===== src/ctrlport_pkg.sv =====
// ----------------------------------------
// Control port package
// Widths, status codes and the request and
// response structs shared by every block of
// the control port subsystem
// ----------------------------------------

package ctrlport_pkg;

  // ----------------------------------------
  // Field widths
  // ----------------------------------------

  // Every control port address is 20 bits wide
  localparam int CTRLPORT_ADDR_W = 20;

  // Data words are 32 bits, split into four byte lanes
  localparam int CTRLPORT_DATA_W = 32;
  localparam int CTRLPORT_BYTE_EN_W = CTRLPORT_DATA_W / 8;

  // Timestamps follow the 64-bit time format of the bus
  localparam int CTRLPORT_TIME_W = 64;

  // ----------------------------------------
  // Plain vector types
  // ----------------------------------------

  typedef logic [CTRLPORT_ADDR_W-1:0] ctrlport_addr_t;
  typedef logic [CTRLPORT_DATA_W-1:0] ctrlport_data_t;
  typedef logic [CTRLPORT_BYTE_EN_W-1:0] ctrlport_byte_en_t;
  typedef logic [CTRLPORT_TIME_W-1:0] ctrlport_time_t;

  // Response status codes, encoded as on the bus
  typedef enum logic [1:0] {
    sts_okay    = 2'd0,
    sts_cmderr  = 2'd1,
    sts_tserr   = 2'd2,
    sts_warning = 2'd3
  } ctrlport_status_t;

  // ----------------------------------------
  // Request and response bundles
  // ----------------------------------------

  // A request is a single-cycle pulse on wr or rd, with the rest as payload
  // The timestamp field only matters when has_time is set
  typedef struct packed {
    logic              wr;
    logic              rd;
    ctrlport_addr_t    addr;
    ctrlport_data_t    data;
    ctrlport_byte_en_t byte_en;
    logic              has_time;
    ctrlport_time_t    timestamp;
  } ctrlport_req_t;

  // A response is a single-cycle ack, with status and data valid alongside it
  typedef struct packed {
    logic             ack;
    ctrlport_status_t status;
    ctrlport_data_t   data;
  } ctrlport_resp_t;

endpackage


===== src/ctrlport_decoder.sv =====
// ----------------------------------------
// Control port address decoder
// Steers one request port to at most one of
// NUM_SLAVES endpoints by address and merges
// their responses into one, both registered
// ----------------------------------------

`timescale 1ns/1ps

module ctrlport_decoder #(
  parameter int                           NUM_SLAVES   = 2,
  parameter ctrlport_pkg::ctrlport_addr_t BASE_ADDR    = '0,
  parameter int                           SLAVE_ADDR_W = 8
) (
  input  logic                                          ctrlport_clk,
  input  logic                                          ctrlport_rst,
  input  ctrlport_pkg::ctrlport_req_t                   s_req,
  output ctrlport_pkg::ctrlport_resp_t                  s_resp,
  output ctrlport_pkg::ctrlport_req_t  [NUM_SLAVES-1:0] m_req,
  input  ctrlport_pkg::ctrlport_resp_t [NUM_SLAVES-1:0] m_resp
);

  // Address layout, from the top bit down
  //   base bits | port number bits | endpoint offset bits
  localparam int ADDR_W        = ctrlport_pkg::CTRLPORT_ADDR_W;
  localparam int PORT_NUM_W    = $clog2(NUM_SLAVES);
  localparam int PORT_NUM_POS  = SLAVE_ADDR_W;
  localparam int BASE_ADDR_POS = SLAVE_ADDR_W + PORT_NUM_W;
  localparam int BASE_ADDR_W   = ADDR_W - BASE_ADDR_POS;

  // Selects only the base bits of an address
  localparam ctrlport_pkg::ctrlport_addr_t BASE_ADDR_MASK =
    ctrlport_pkg::ctrlport_addr_t'({BASE_ADDR_W{1'b1}}) << BASE_ADDR_POS;

  // ----------------------------------------
  // Request split
  // ----------------------------------------

  logic [NUM_SLAVES-1:0] hit;
  logic [NUM_SLAVES-1:0] wr_q;
  logic [NUM_SLAVES-1:0] rd_q;

  ctrlport_pkg::ctrlport_addr_t    addr_q;
  ctrlport_pkg::ctrlport_data_t    data_q;
  ctrlport_pkg::ctrlport_byte_en_t byte_en_q;
  logic                            has_time_q;
  ctrlport_pkg::ctrlport_time_t    time_q;

  for (genvar i = 0; i < NUM_SLAVES; i++) begin : gen_hit
    if (PORT_NUM_W == 0) begin : gen_single
      // With a single endpoint there are no port number bits to compare
      assign hit[i] = ((s_req.addr & BASE_ADDR_MASK) == BASE_ADDR);
    end else begin : gen_multi
      assign hit[i] = ((s_req.addr & BASE_ADDR_MASK) == BASE_ADDR) &&
                      (s_req.addr[PORT_NUM_POS +: PORT_NUM_W] == PORT_NUM_W'(i));
    end
  end

  // Strobes reach only the endpoint whose address range matches
  always_ff @(posedge ctrlport_clk) begin
    if (ctrlport_rst) begin
      wr_q <= '0;
      rd_q <= '0;
    end else begin
      wr_q <= {NUM_SLAVES{s_req.wr}} & hit;
      rd_q <= {NUM_SLAVES{s_req.rd}} & hit;
    end
  end

  // Payload is shared by all endpoints and only means something under a strobe
  // The endpoint sees its own offset, with the upper address bits cleared
  always_ff @(posedge ctrlport_clk) begin
    addr_q     <= ctrlport_pkg::ctrlport_addr_t'(s_req.addr[SLAVE_ADDR_W-1:0]);
    data_q     <= s_req.data;
    byte_en_q  <= s_req.byte_en;
    has_time_q <= s_req.has_time;
    time_q     <= s_req.timestamp;
  end

  always_comb begin
    for (int i = 0; i < NUM_SLAVES; i++) begin
      m_req[i].wr        = wr_q[i];
      m_req[i].rd        = rd_q[i];
      m_req[i].addr      = addr_q;
      m_req[i].data      = data_q;
      m_req[i].byte_en   = byte_en_q;
      m_req[i].has_time  = has_time_q;
      m_req[i].timestamp = time_q;
    end
  end

  // ----------------------------------------
  // Response merge
  // ----------------------------------------

  logic                         ack_or;
  logic [1:0]                   status_or;
  ctrlport_pkg::ctrlport_data_t data_or;

  logic                           ack_q;
  ctrlport_pkg::ctrlport_status_t status_q;
  ctrlport_pkg::ctrlport_data_t   resp_data_q;

  // Only an acking endpoint contributes, so idle endpoints can drive anything
  always_comb begin
    ack_or    = 1'b0;
    status_or = '0;
    data_or   = '0;
    for (int s = 0; s < NUM_SLAVES; s++) begin
      ack_or    = ack_or | m_resp[s].ack;
      status_or = status_or | (m_resp[s].status & {2{m_resp[s].ack}});
      data_or   = data_or | (m_resp[s].data & {ctrlport_pkg::CTRLPORT_DATA_W{m_resp[s].ack}});
    end
  end

  // The merged response is registered to cut the path back to the master
  always_ff @(posedge ctrlport_clk) begin
    if (ctrlport_rst) begin
      ack_q <= 1'b0;
    end else begin
      ack_q <= ack_or;
    end
  end

  always_ff @(posedge ctrlport_clk) begin
    status_q    <= ctrlport_pkg::ctrlport_status_t'(status_or);
    resp_data_q <= data_or;
  end

  assign s_resp.ack    = ack_q;
  assign s_resp.status = status_q;
  assign s_resp.data   = resp_data_q;

endmodule


===== src/ctrlport_reg_bank.sv =====
// ----------------------------------------
// Control port register bank
// Scratch register, identity word and a
// counter of successful writes
// ----------------------------------------

`timescale 1ns/1ps

module ctrlport_reg_bank #(
  parameter ctrlport_pkg::ctrlport_data_t ID_VALUE = '0
) (
  input  logic                         ctrlport_clk,
  input  logic                         ctrlport_rst,
  input  ctrlport_pkg::ctrlport_req_t  s_req,
  output ctrlport_pkg::ctrlport_resp_t s_resp
);

  // Register offsets within the bank
  localparam ctrlport_pkg::ctrlport_addr_t REG_SCRATCH = 'h00;
  localparam ctrlport_pkg::ctrlport_addr_t REG_ID      = 'h04;
  localparam ctrlport_pkg::ctrlport_addr_t REG_COUNT   = 'h08;

  localparam int NUM_BYTES = ctrlport_pkg::CTRLPORT_BYTE_EN_W;

  ctrlport_pkg::ctrlport_data_t   scratch;
  ctrlport_pkg::ctrlport_data_t   wr_count;
  ctrlport_pkg::ctrlport_status_t status_d;
  ctrlport_pkg::ctrlport_data_t   rdata_d;
  logic                           scratch_we;
  logic                           count_inc;

  logic                           ack_q;
  ctrlport_pkg::ctrlport_status_t status_q;
  ctrlport_pkg::ctrlport_data_t   rdata_q;

  // ----------------------------------------
  // Access decode
  // ----------------------------------------

  always_comb begin
    status_d   = ctrlport_pkg::sts_okay;
    rdata_d    = '0;
    scratch_we = 1'b0;
    if (s_req.has_time) begin
      // Timed execution is not supported, so the request has no effect
      status_d = ctrlport_pkg::sts_tserr;
    end else begin
      case (s_req.addr)
        REG_SCRATCH: begin
          scratch_we = s_req.wr;
          rdata_d    = scratch;
        end
        REG_ID: begin
          rdata_d = ID_VALUE;
          if (s_req.wr) status_d = ctrlport_pkg::sts_cmderr;
        end
        REG_COUNT: begin
          // The counter is read only as well
          rdata_d = wr_count;
          if (s_req.wr) status_d = ctrlport_pkg::sts_cmderr;
        end
        default: status_d = ctrlport_pkg::sts_cmderr;
      endcase
    end
    // Data is returned only by successful reads
    if (!s_req.rd || status_d != ctrlport_pkg::sts_okay) rdata_d = '0;
  end

  assign count_inc = s_req.wr && (status_d == ctrlport_pkg::sts_okay);

  // ----------------------------------------
  // Registers
  // ----------------------------------------

  always_ff @(posedge ctrlport_clk) begin
    if (ctrlport_rst) begin
      scratch  <= '0;
      wr_count <= '0;
    end else begin
      // Each enabled byte lane replaces its part of the scratch word
      for (int b = 0; b < NUM_BYTES; b++) begin
        if (scratch_we && s_req.byte_en[b]) scratch[8*b +: 8] <= s_req.data[8*b +: 8];
      end
      if (count_inc) wr_count <= wr_count + 1'b1;
    end
  end

  // One-cycle ack for every request
  always_ff @(posedge ctrlport_clk) begin
    if (ctrlport_rst) begin
      ack_q <= 1'b0;
    end else begin
      ack_q <= s_req.wr || s_req.rd;
    end
  end

  always_ff @(posedge ctrlport_clk) begin
    status_q <= status_d;
    rdata_q  <= rdata_d;
  end

  assign s_resp.ack    = ack_q;
  assign s_resp.status = status_q;
  assign s_resp.data   = rdata_q;

endmodule


===== src/ctrlport_scratch_ram.sv =====
// ----------------------------------------
// Control port scratch RAM
// 64-word memory with byte-lane writes,
// always answering with okay status
// ----------------------------------------

`timescale 1ns/1ps

module ctrlport_scratch_ram (
  input  logic                         ctrlport_clk,
  input  logic                         ctrlport_rst,
  input  ctrlport_pkg::ctrlport_req_t  s_req,
  output ctrlport_pkg::ctrlport_resp_t s_resp
);

  localparam int DEPTH     = 64;
  localparam int IDX_W     = $clog2(DEPTH);
  localparam int NUM_BYTES = ctrlport_pkg::CTRLPORT_BYTE_EN_W;

  // Word index sits just above the byte offset
  localparam int IDX_LSB = 2;

  ctrlport_pkg::ctrlport_data_t mem [DEPTH];

  logic [IDX_W-1:0]             word_idx;
  logic                         ack_q;
  ctrlport_pkg::ctrlport_data_t rdata_q;

  assign word_idx = s_req.addr[IDX_LSB +: IDX_W];

  // ----------------------------------------
  // Memory array
  // ----------------------------------------

  // Writes touch only the enabled byte lanes of the addressed word
  always_ff @(posedge ctrlport_clk) begin
    if (s_req.wr) begin
      for (int b = 0; b < NUM_BYTES; b++) begin
        if (s_req.byte_en[b]) mem[word_idx][8*b +: 8] <= s_req.data[8*b +: 8];
      end
    end
  end

  // Read data is captured on every request
  // Writes answer with zero data
  always_ff @(posedge ctrlport_clk) begin
    if (s_req.rd) begin
      rdata_q <= mem[word_idx];
    end else if (s_req.wr) begin
      rdata_q <= '0;
    end
  end

  // ----------------------------------------
  // Response
  // ----------------------------------------

  // Ack follows the request by one cycle
  always_ff @(posedge ctrlport_clk) begin
    if (ctrlport_rst) begin
      ack_q <= 1'b0;
    end else begin
      ack_q <= s_req.wr || s_req.rd;
    end
  end

  // Every access to the RAM succeeds
  assign s_resp.ack    = ack_q;
  assign s_resp.status = ctrlport_pkg::sts_okay;
  assign s_resp.data   = rdata_q;

endmodule


===== src/ctrlport_sub.sv =====
// ----------------------------------------
// Control port subsystem top level
// Watchdog, address decoder, register bank
// and scratch RAM behind one master port
// ----------------------------------------

`timescale 1ns/1ps

module ctrlport_sub #(
  parameter int                           NUM_SLAVES     = 2,
  parameter ctrlport_pkg::ctrlport_addr_t BASE_ADDR      = 20'h80000,
  parameter int                           SLAVE_ADDR_W   = 8,
  parameter int                           TIMEOUT_CYCLES = 16,
  parameter ctrlport_pkg::ctrlport_data_t ID_VALUE       = 32'h5AB0_0001
) (
  input  logic                         ctrlport_clk,
  input  logic                         ctrlport_rst,
  input  ctrlport_pkg::ctrlport_req_t  s_req,
  output ctrlport_pkg::ctrlport_resp_t s_resp
);

  // Between watchdog and decoder
  ctrlport_pkg::ctrlport_req_t  wd_req;
  ctrlport_pkg::ctrlport_resp_t wd_resp;

  // Between decoder and endpoints, port 0 is the register bank and port 1 the RAM
  ctrlport_pkg::ctrlport_req_t  [NUM_SLAVES-1:0] ep_req;
  ctrlport_pkg::ctrlport_resp_t [NUM_SLAVES-1:0] ep_resp;

  // Unmapped requests are answered here
  ctrlport_timeout #(
    .TIMEOUT_CYCLES (TIMEOUT_CYCLES)
  ) timeout_i (
    .ctrlport_clk (ctrlport_clk),
    .ctrlport_rst (ctrlport_rst),
    .s_req        (s_req),
    .s_resp       (s_resp),
    .m_req        (wd_req),
    .m_resp       (wd_resp)
  );

  ctrlport_decoder #(
    .NUM_SLAVES   (NUM_SLAVES),
    .BASE_ADDR    (BASE_ADDR),
    .SLAVE_ADDR_W (SLAVE_ADDR_W)
  ) decoder_i (
    .ctrlport_clk (ctrlport_clk),
    .ctrlport_rst (ctrlport_rst),
    .s_req        (wd_req),
    .s_resp       (wd_resp),
    .m_req        (ep_req),
    .m_resp       (ep_resp)
  );

  ctrlport_reg_bank #(
    .ID_VALUE (ID_VALUE)
  ) reg_bank_i (
    .ctrlport_clk (ctrlport_clk),
    .ctrlport_rst (ctrlport_rst),
    .s_req        (ep_req[0]),
    .s_resp       (ep_resp[0])
  );

  ctrlport_scratch_ram scratch_ram_i (
    .ctrlport_clk (ctrlport_clk),
    .ctrlport_rst (ctrlport_rst),
    .s_req        (ep_req[1]),
    .s_resp       (ep_resp[1])
  );

endmodule


===== src/ctrlport_timeout.sv =====
// ----------------------------------------
// Control port response watchdog
// Forwards requests untouched and answers
// any request left without an ack with a
// command error after a fixed delay
// ----------------------------------------

`timescale 1ns/1ps

module ctrlport_timeout #(
  parameter int TIMEOUT_CYCLES = 16
) (
  input  logic                         ctrlport_clk,
  input  logic                         ctrlport_rst,
  input  ctrlport_pkg::ctrlport_req_t  s_req,
  output ctrlport_pkg::ctrlport_resp_t s_resp,
  output ctrlport_pkg::ctrlport_req_t  m_req,
  input  ctrlport_pkg::ctrlport_resp_t m_resp
);

  // The counter must be able to hold TIMEOUT_CYCLES itself
  localparam int CNT_W = $clog2(TIMEOUT_CYCLES + 1);
  localparam logic [CNT_W-1:0] CNT_LAST = CNT_W'(TIMEOUT_CYCLES);

  logic             pending;
  logic [CNT_W-1:0] count;
  logic             expired;

  // Requests go downstream in the same cycle
  assign m_req = s_req;

  // Count reaches TIMEOUT_CYCLES in the cycle that is that many cycles past the request
  assign expired = pending && (count == CNT_LAST);

  always_ff @(posedge ctrlport_clk) begin
    if (ctrlport_rst) begin
      pending <= 1'b0;
      count   <= '0;
    end else if (s_req.wr || s_req.rd) begin
      // A new request starts the count at one for the following cycle
      pending <= 1'b1;
      count   <= CNT_W'(1);
    end else if (m_resp.ack || expired) begin
      pending <= 1'b0;
      count   <= '0;
    end else if (pending) begin
      count <= count + CNT_W'(1);
    end
  end

  // Downstream responses pass up as they arrive
  // On expiry the watchdog substitutes its own error response
  always_comb begin
    s_resp = m_resp;
    if (expired && !m_resp.ack) begin
      s_resp.ack    = 1'b1;
      s_resp.status = ctrlport_pkg::sts_cmderr;
      s_resp.data   = '0;
    end
  end

endmodule


===== config.mk =====
export PLATFORM = sky130hd
export DESIGN_NAME = ctrlport_sub
export DESIGN_NICKNAME = d
export VERILOG_FILES = /design/src/ctrlport_pkg.sv /design/src/ctrlport_decoder.sv /design/src/ctrlport_reg_bank.sv /design/src/ctrlport_scratch_ram.sv /design/src/ctrlport_sub.sv /design/src/ctrlport_timeout.sv
export SDC_FILE = /design/constraint.sdc
export NUM_CORES = 2
export LEC_CHECK = 0
export ABC_AREA = 0
export ABC_CLOCK_PERIOD_IN_PS = 3660
export BUFFER_PORTS_ARGS = -buffer_cell sky130_fd_sc_hd__buf_2
export CORE_MARGIN = 2
export CORE_UTILIZATION = 31
export DETAILED_ROUTE_END_ITERATION = 8
export SLEW_MARGIN = 20
export SYNTH_ARGS = -nofsm -noshare
export SYNTH_HDL_FRONTEND = slang
export SYNTH_SLANG_ARGS = --single-unit

===== constraint.sdc =====
create_clock -name ctrlport_clk -period 3.66 [get_ports ctrlport_clk]
set_input_delay 0.732 -clock ctrlport_clk [delete_from_list [all_inputs] [get_ports ctrlport_clk]]
set_output_delay 0.732 -clock ctrlport_clk [all_outputs]
set_load 0.01 [all_outputs]

==> results.md <==
* Layout cells sized above 1 at 0.285
* Routed Antenna Nets at 0
* Critical path data arrival time at 3.72 ns
* Fin Clk Skew at 0.0488 ns
* Max-slew violations at 0
* Seq pwr share at 0.531
* Setup TNS at 0 ns
* Worst VDD drop at 0.374 mV
* Final hold slack at 0.0723 ns
* Achievable Freq at 310 MHz
* CTS tree: built
* Final Net Count at 5,108
* Clock buffer count from CTS at 222
* Worst Hold Class: input port to flip-flop
* Clk network pwr share at 0.428
* Routability congestion estimate at 0.872
* Post-synthesis adder-cell area fraction at 0.000434
* Initial antenna violation count at 15
* Top-Level Pins at 160
* FP Rows at 193
* Final min period at 3.22 ns
* Post-synthesis xor/xnor area fraction at 0.00213
* H-Tree Depth at 4
* Period utilization at 0.881
* Final setup fails at 0
* WL final at 243,000 um
* Final hold viol count at 0
* WP depth at 6
* Root buf cell: clkbuf_16
* Compound-Gate Fraction of Synth Area at 0.0357
* Synth Register Bits at 2,270
* Buf/Inv on CP at 2
* Core area at 277,000 sq um
* Via/cell ratio at 5.22
* Starting Density at 0.312
* Max Root-Sink Buffers at 3
* Syn. warnings at 0
* Comb power frac at 0.041
* Die Wd at 532 um
* Required @ worst endpoint at 4.16 ns
* Initial DRC Count at 5,970
* Area delta synth->final at 18.7%
* Storage cell area at 66,300 sq um
* Critical Path End Type: flip-flop
* Layout Utilization at 0.370
* Internal power at 0.0422 W
* CP peak stage delay at 0.90 ns
* WS Path Type: flip-flop to flip-flop
* Outcome: complete, no violations
* Syn_nets at 4,509
* Setup bufs post-CTS at 0
* Leak pwr at 33.2 nW
* Net Sw Frac at 0.216
* Chip Height at 532 um
* Fill count at 25,300
* Clock Latency Late Sink at 0.90 ns
* Mux cell area share after synthesis at 0.144
* Mapped Cells at 4,381
* Port buffer count at 95
* Critical path peak fanout at 26
* Post-route DRC at 0
* EDFF count, synth at 2,080
* Critical-path top delay cell: nor2_1
* Slew @ Worst Pin at 1.18 ns
* Seq/Total Area, Yosys at 0.767
* Max-Cap Viols at 0
* R2R depth at 6
* GRT Total Usage at 0.167
* Dpl cells at 8,419
* Die area at 283,000 sq um
* Hold path depth at 1
* First-pass DRT Iterations at 6
* Critical path cell sequence: buf_4 -> or2_2 -> nor2_1 -> buf_4 -> nand2_1 -> nor2_1
* Distinct cells, synth at 62
* HPWL after detailed placement at 160,000 um
* RSZ-0062 raised after global routing: false
* Ys async rst share at 0
* Multi-input logic area at 19,100 sq um
* Simple logic cell fraction of the synthesized area at 0.0377
* Cell family with most CP delay: simple AND/OR/NAND/NOR gates
* First-pass GRT wire length at 341,000 um
* Via count at 46,400
* Power density over the cells at 524 nW/um^2
* # clock sinks at 2,270
* Number of non-filler instances in the completed layout at 8,881
* Max-slew headroom at 0.213
* Largest net degree at the start of global routing at 66
* Drt wl/cell at 27.3 um
* Largest family of logic cells by synthesized area: multiplexers
* Mapped Area at 86,400 sq um
* Remaining Overflow, GRT at 0
* CTS clk-pin slew, worst paths at 0.06 ns
* Post-synth top flop: edfxtp_1
* Synth Area per Inst at 19.7 sq um
* Startpoint types: flip-flop
* Total net switching power at 0.0116 W
* Vias in the first global route at 45,700
final cells by class:
type	instances	share of cell area
multi-input cells	1835	0.186
flip-flops and latches	2270	0.646
well taps	3705	0.0452
clock buffers	269	0.0566
inverters	12	0.000488
diodes	3	0.0000732
clock inverters	148	0.0156
repair buffers	639	0.0494
worst register-to-register path, delay by kind of cell, from the launching register on:
family / cells / cell delay [ns]
buf+inv: 2 / 0.59
simple gates: 4 / 1.73
flops: 1 / 0.54
registers in the layout, indices dropped and copies added, names as in the netlist:
name,count
scratch_ram_i.mem,2048
decoder_i.data_q,32
decoder_i.resp_data_q,32
reg_bank_i.rdata_q,32
reg_bank_i.scratch,32
reg_bank_i.wr_count,32
scratch_ram_i.rdata_q,32
decoder_i.addr_q,8
timeout_i.count,5
decoder_i.byte_en_q,4
decoder_i.rd_q,2
decoder_i.status_q,2
decoder_i.wr_q,2
reg_bank_i.status_q,2
decoder_i.ack_q,1
decoder_i.has_time_q,1
reg_bank_i.ack_q,1
scratch_ram_i.ack_q,1
timeout_i.pending,1
worst paths after layout:
| check | start | to | slack, ns |
|---|---|---|---|
| min | s_req[99] | decoder_i.data_q[30] | 0.07 |
| max | decoder_i.addr_q[4] | scratch_ram_i.mem[56][30] | 0.44 |
| max reg2reg | decoder_i.addr_q[4] | scratch_ram_i.mem[56][30] | 0.44 |
| min reg2reg | decoder_i.has_time_q | reg_bank_i.status_q[1] | 0.43 |
cell families after synthesis:
group	count (synthesis)
compound gates	438
flops	2270
xor+xnor	21
simple gates	700
fa+ha+maj	3
buf+inv	276
mux	673
cell usage after synthesis (6+ instances only):
| master | instances | area share |
|---|---|---|
| edfxtp_1 | 2080 | 0.72 |
| mux4_2 | 457 | 0.12 |
| nor2_1 | 327 | 0.014 |
| mux2i_1 | 211 | 0.024 |
| dfxtp_1 | 190 | 0.044 |
| clkbuf_1 | 153 | 0.0066 |
| nand2_1 | 146 | 0.0063 |
| o22ai_1 | 94 | 0.0068 |
| a22oi_1 | 82 | 0.0071 |
| buf_2 | 79 | 0.0046 |
| a21oi_1 | 72 | 0.0042 |
| a22o_1 | 71 | 0.0072 |
| nor2b_1 | 50 | 0.0036 |
| a221oi_1 | 35 | 0.0035 |
| o21ai_0 | 32 | 0.0019 |
| buf_1 | 28 | 0.0012 |
| nand3_1 | 23 | 0.0013 |
| nor3_1 | 21 | 0.0012 |
| and2_1 | 19 | 0.0014 |
| nand4_1 | 18 | 0.0013 |
| xor2_1 | 18 | 0.0018 |
| and3_1 | 17 | 0.0012 |
| nor4_1 | 15 | 0.0011 |
| or3_1 | 12 | 0.00087 |
| inv_1 | 11 | 0.00048 |
| o221ai_1 | 11 | 0.0011 |
| and4_1 | 8 | 0.00081 |
| nand2b_1 | 7 | 0.00051 |
| o21a_1 | 7 | 0.00061 |
| or2_2 | 7 | 0.00051 |
| o211ai_1 | 6 | 0.00052 |
| o31a_1 | 6 | 0.00061 |
layer usage:
layer / up-vias / wire length [um] / global-route usage
met2: 2156 / 114000 / 0.265
met4: 20 / 7370 / 0.0524
met1: 24700 / 101000 / 0.230
met3: 390 / 20600 / 0.0338
met5: - / 128 / 0
li1: 19100 / - / -
what timing repair did:
action | 4_1_cts | 5_1_grt
hold buffers | 42 | 0
hold endpoints to repair | 42 | 0
gates resized for setup | 0 | 0
metrics by stage:
stage / setup slack [ns] / area, sq um / total power [W]
2_1_floorplan: 0.938 / 86400 / 0.0302
3_3_place_gp: 0.513 / 94800 / 0.0313
3_5_place_dp: 0.520 / 94800 / 0.0313
4_1_cts: 0.498 / 103000 / 0.0542
5_1_grt: 0.420 / 103000 / 0.0553
6_report: 0.436 / 103000 / 0.0538
power by group through the flow:
stage	Clock (W)	Sequential [W]	Combinational, W
after CTS	0.0234	0.0286	0.00223
after global routing	0.0244	0.0286	0.00231
final	0.0230	0.0285	0.00222
after floorplan	0	0.0290	0.00115
after detailed placement	0	0.0291	0.00218
after global placement	0	0.0291	0.00216
placed cells by master, fill, tap and decap left out, types with 8 or more instances in the layout:
cell | netlist | layout
buf_12 | 0 | 32
dfxtp_2 | 0 | 31
and2_1 | 19 | 18
a221oi_1 | 35 | 35
nor2b_1 | 50 | 44
xor2_1 | 18 | 18
dlygate4sd3_1 | 0 | 42
nand2_1 | 146 | 143
a21oi_1 | 72 | 72
nor3_1 | 21 | 21
mux4_2 | 457 | 457
buf_4 | 4 | 470
clkbuf_1 | 153 | 40
a22oi_1 | 82 | 82
nor2_1 | 327 | 323
clkinvlp_4 | 0 | 9
dfxtp_1 | 190 | 152
and3_1 | 17 | 15
nand4_1 | 18 | 18
buf_2 | 79 | 95
o221ai_1 | 11 | 11
o21ai_0 | 32 | 32
clkbuf_16 | 0 | 224
or3_1 | 12 | 11
and4_1 | 8 | 8
o22ai_1 | 94 | 94
edfxtp_1 | 2080 | 2080
bufinv_16 | 0 | 23
clkinv_2 | 0 | 53
a22o_1 | 71 | 71
clkinv_1 | 0 | 42
nand3_1 | 23 | 23
clkinv_16 | 0 | 8
mux2i_1 | 211 | 211
inv_1 | 11 | 11
nor4_1 | 15 | 14
(Power assumes the default switching activity.)
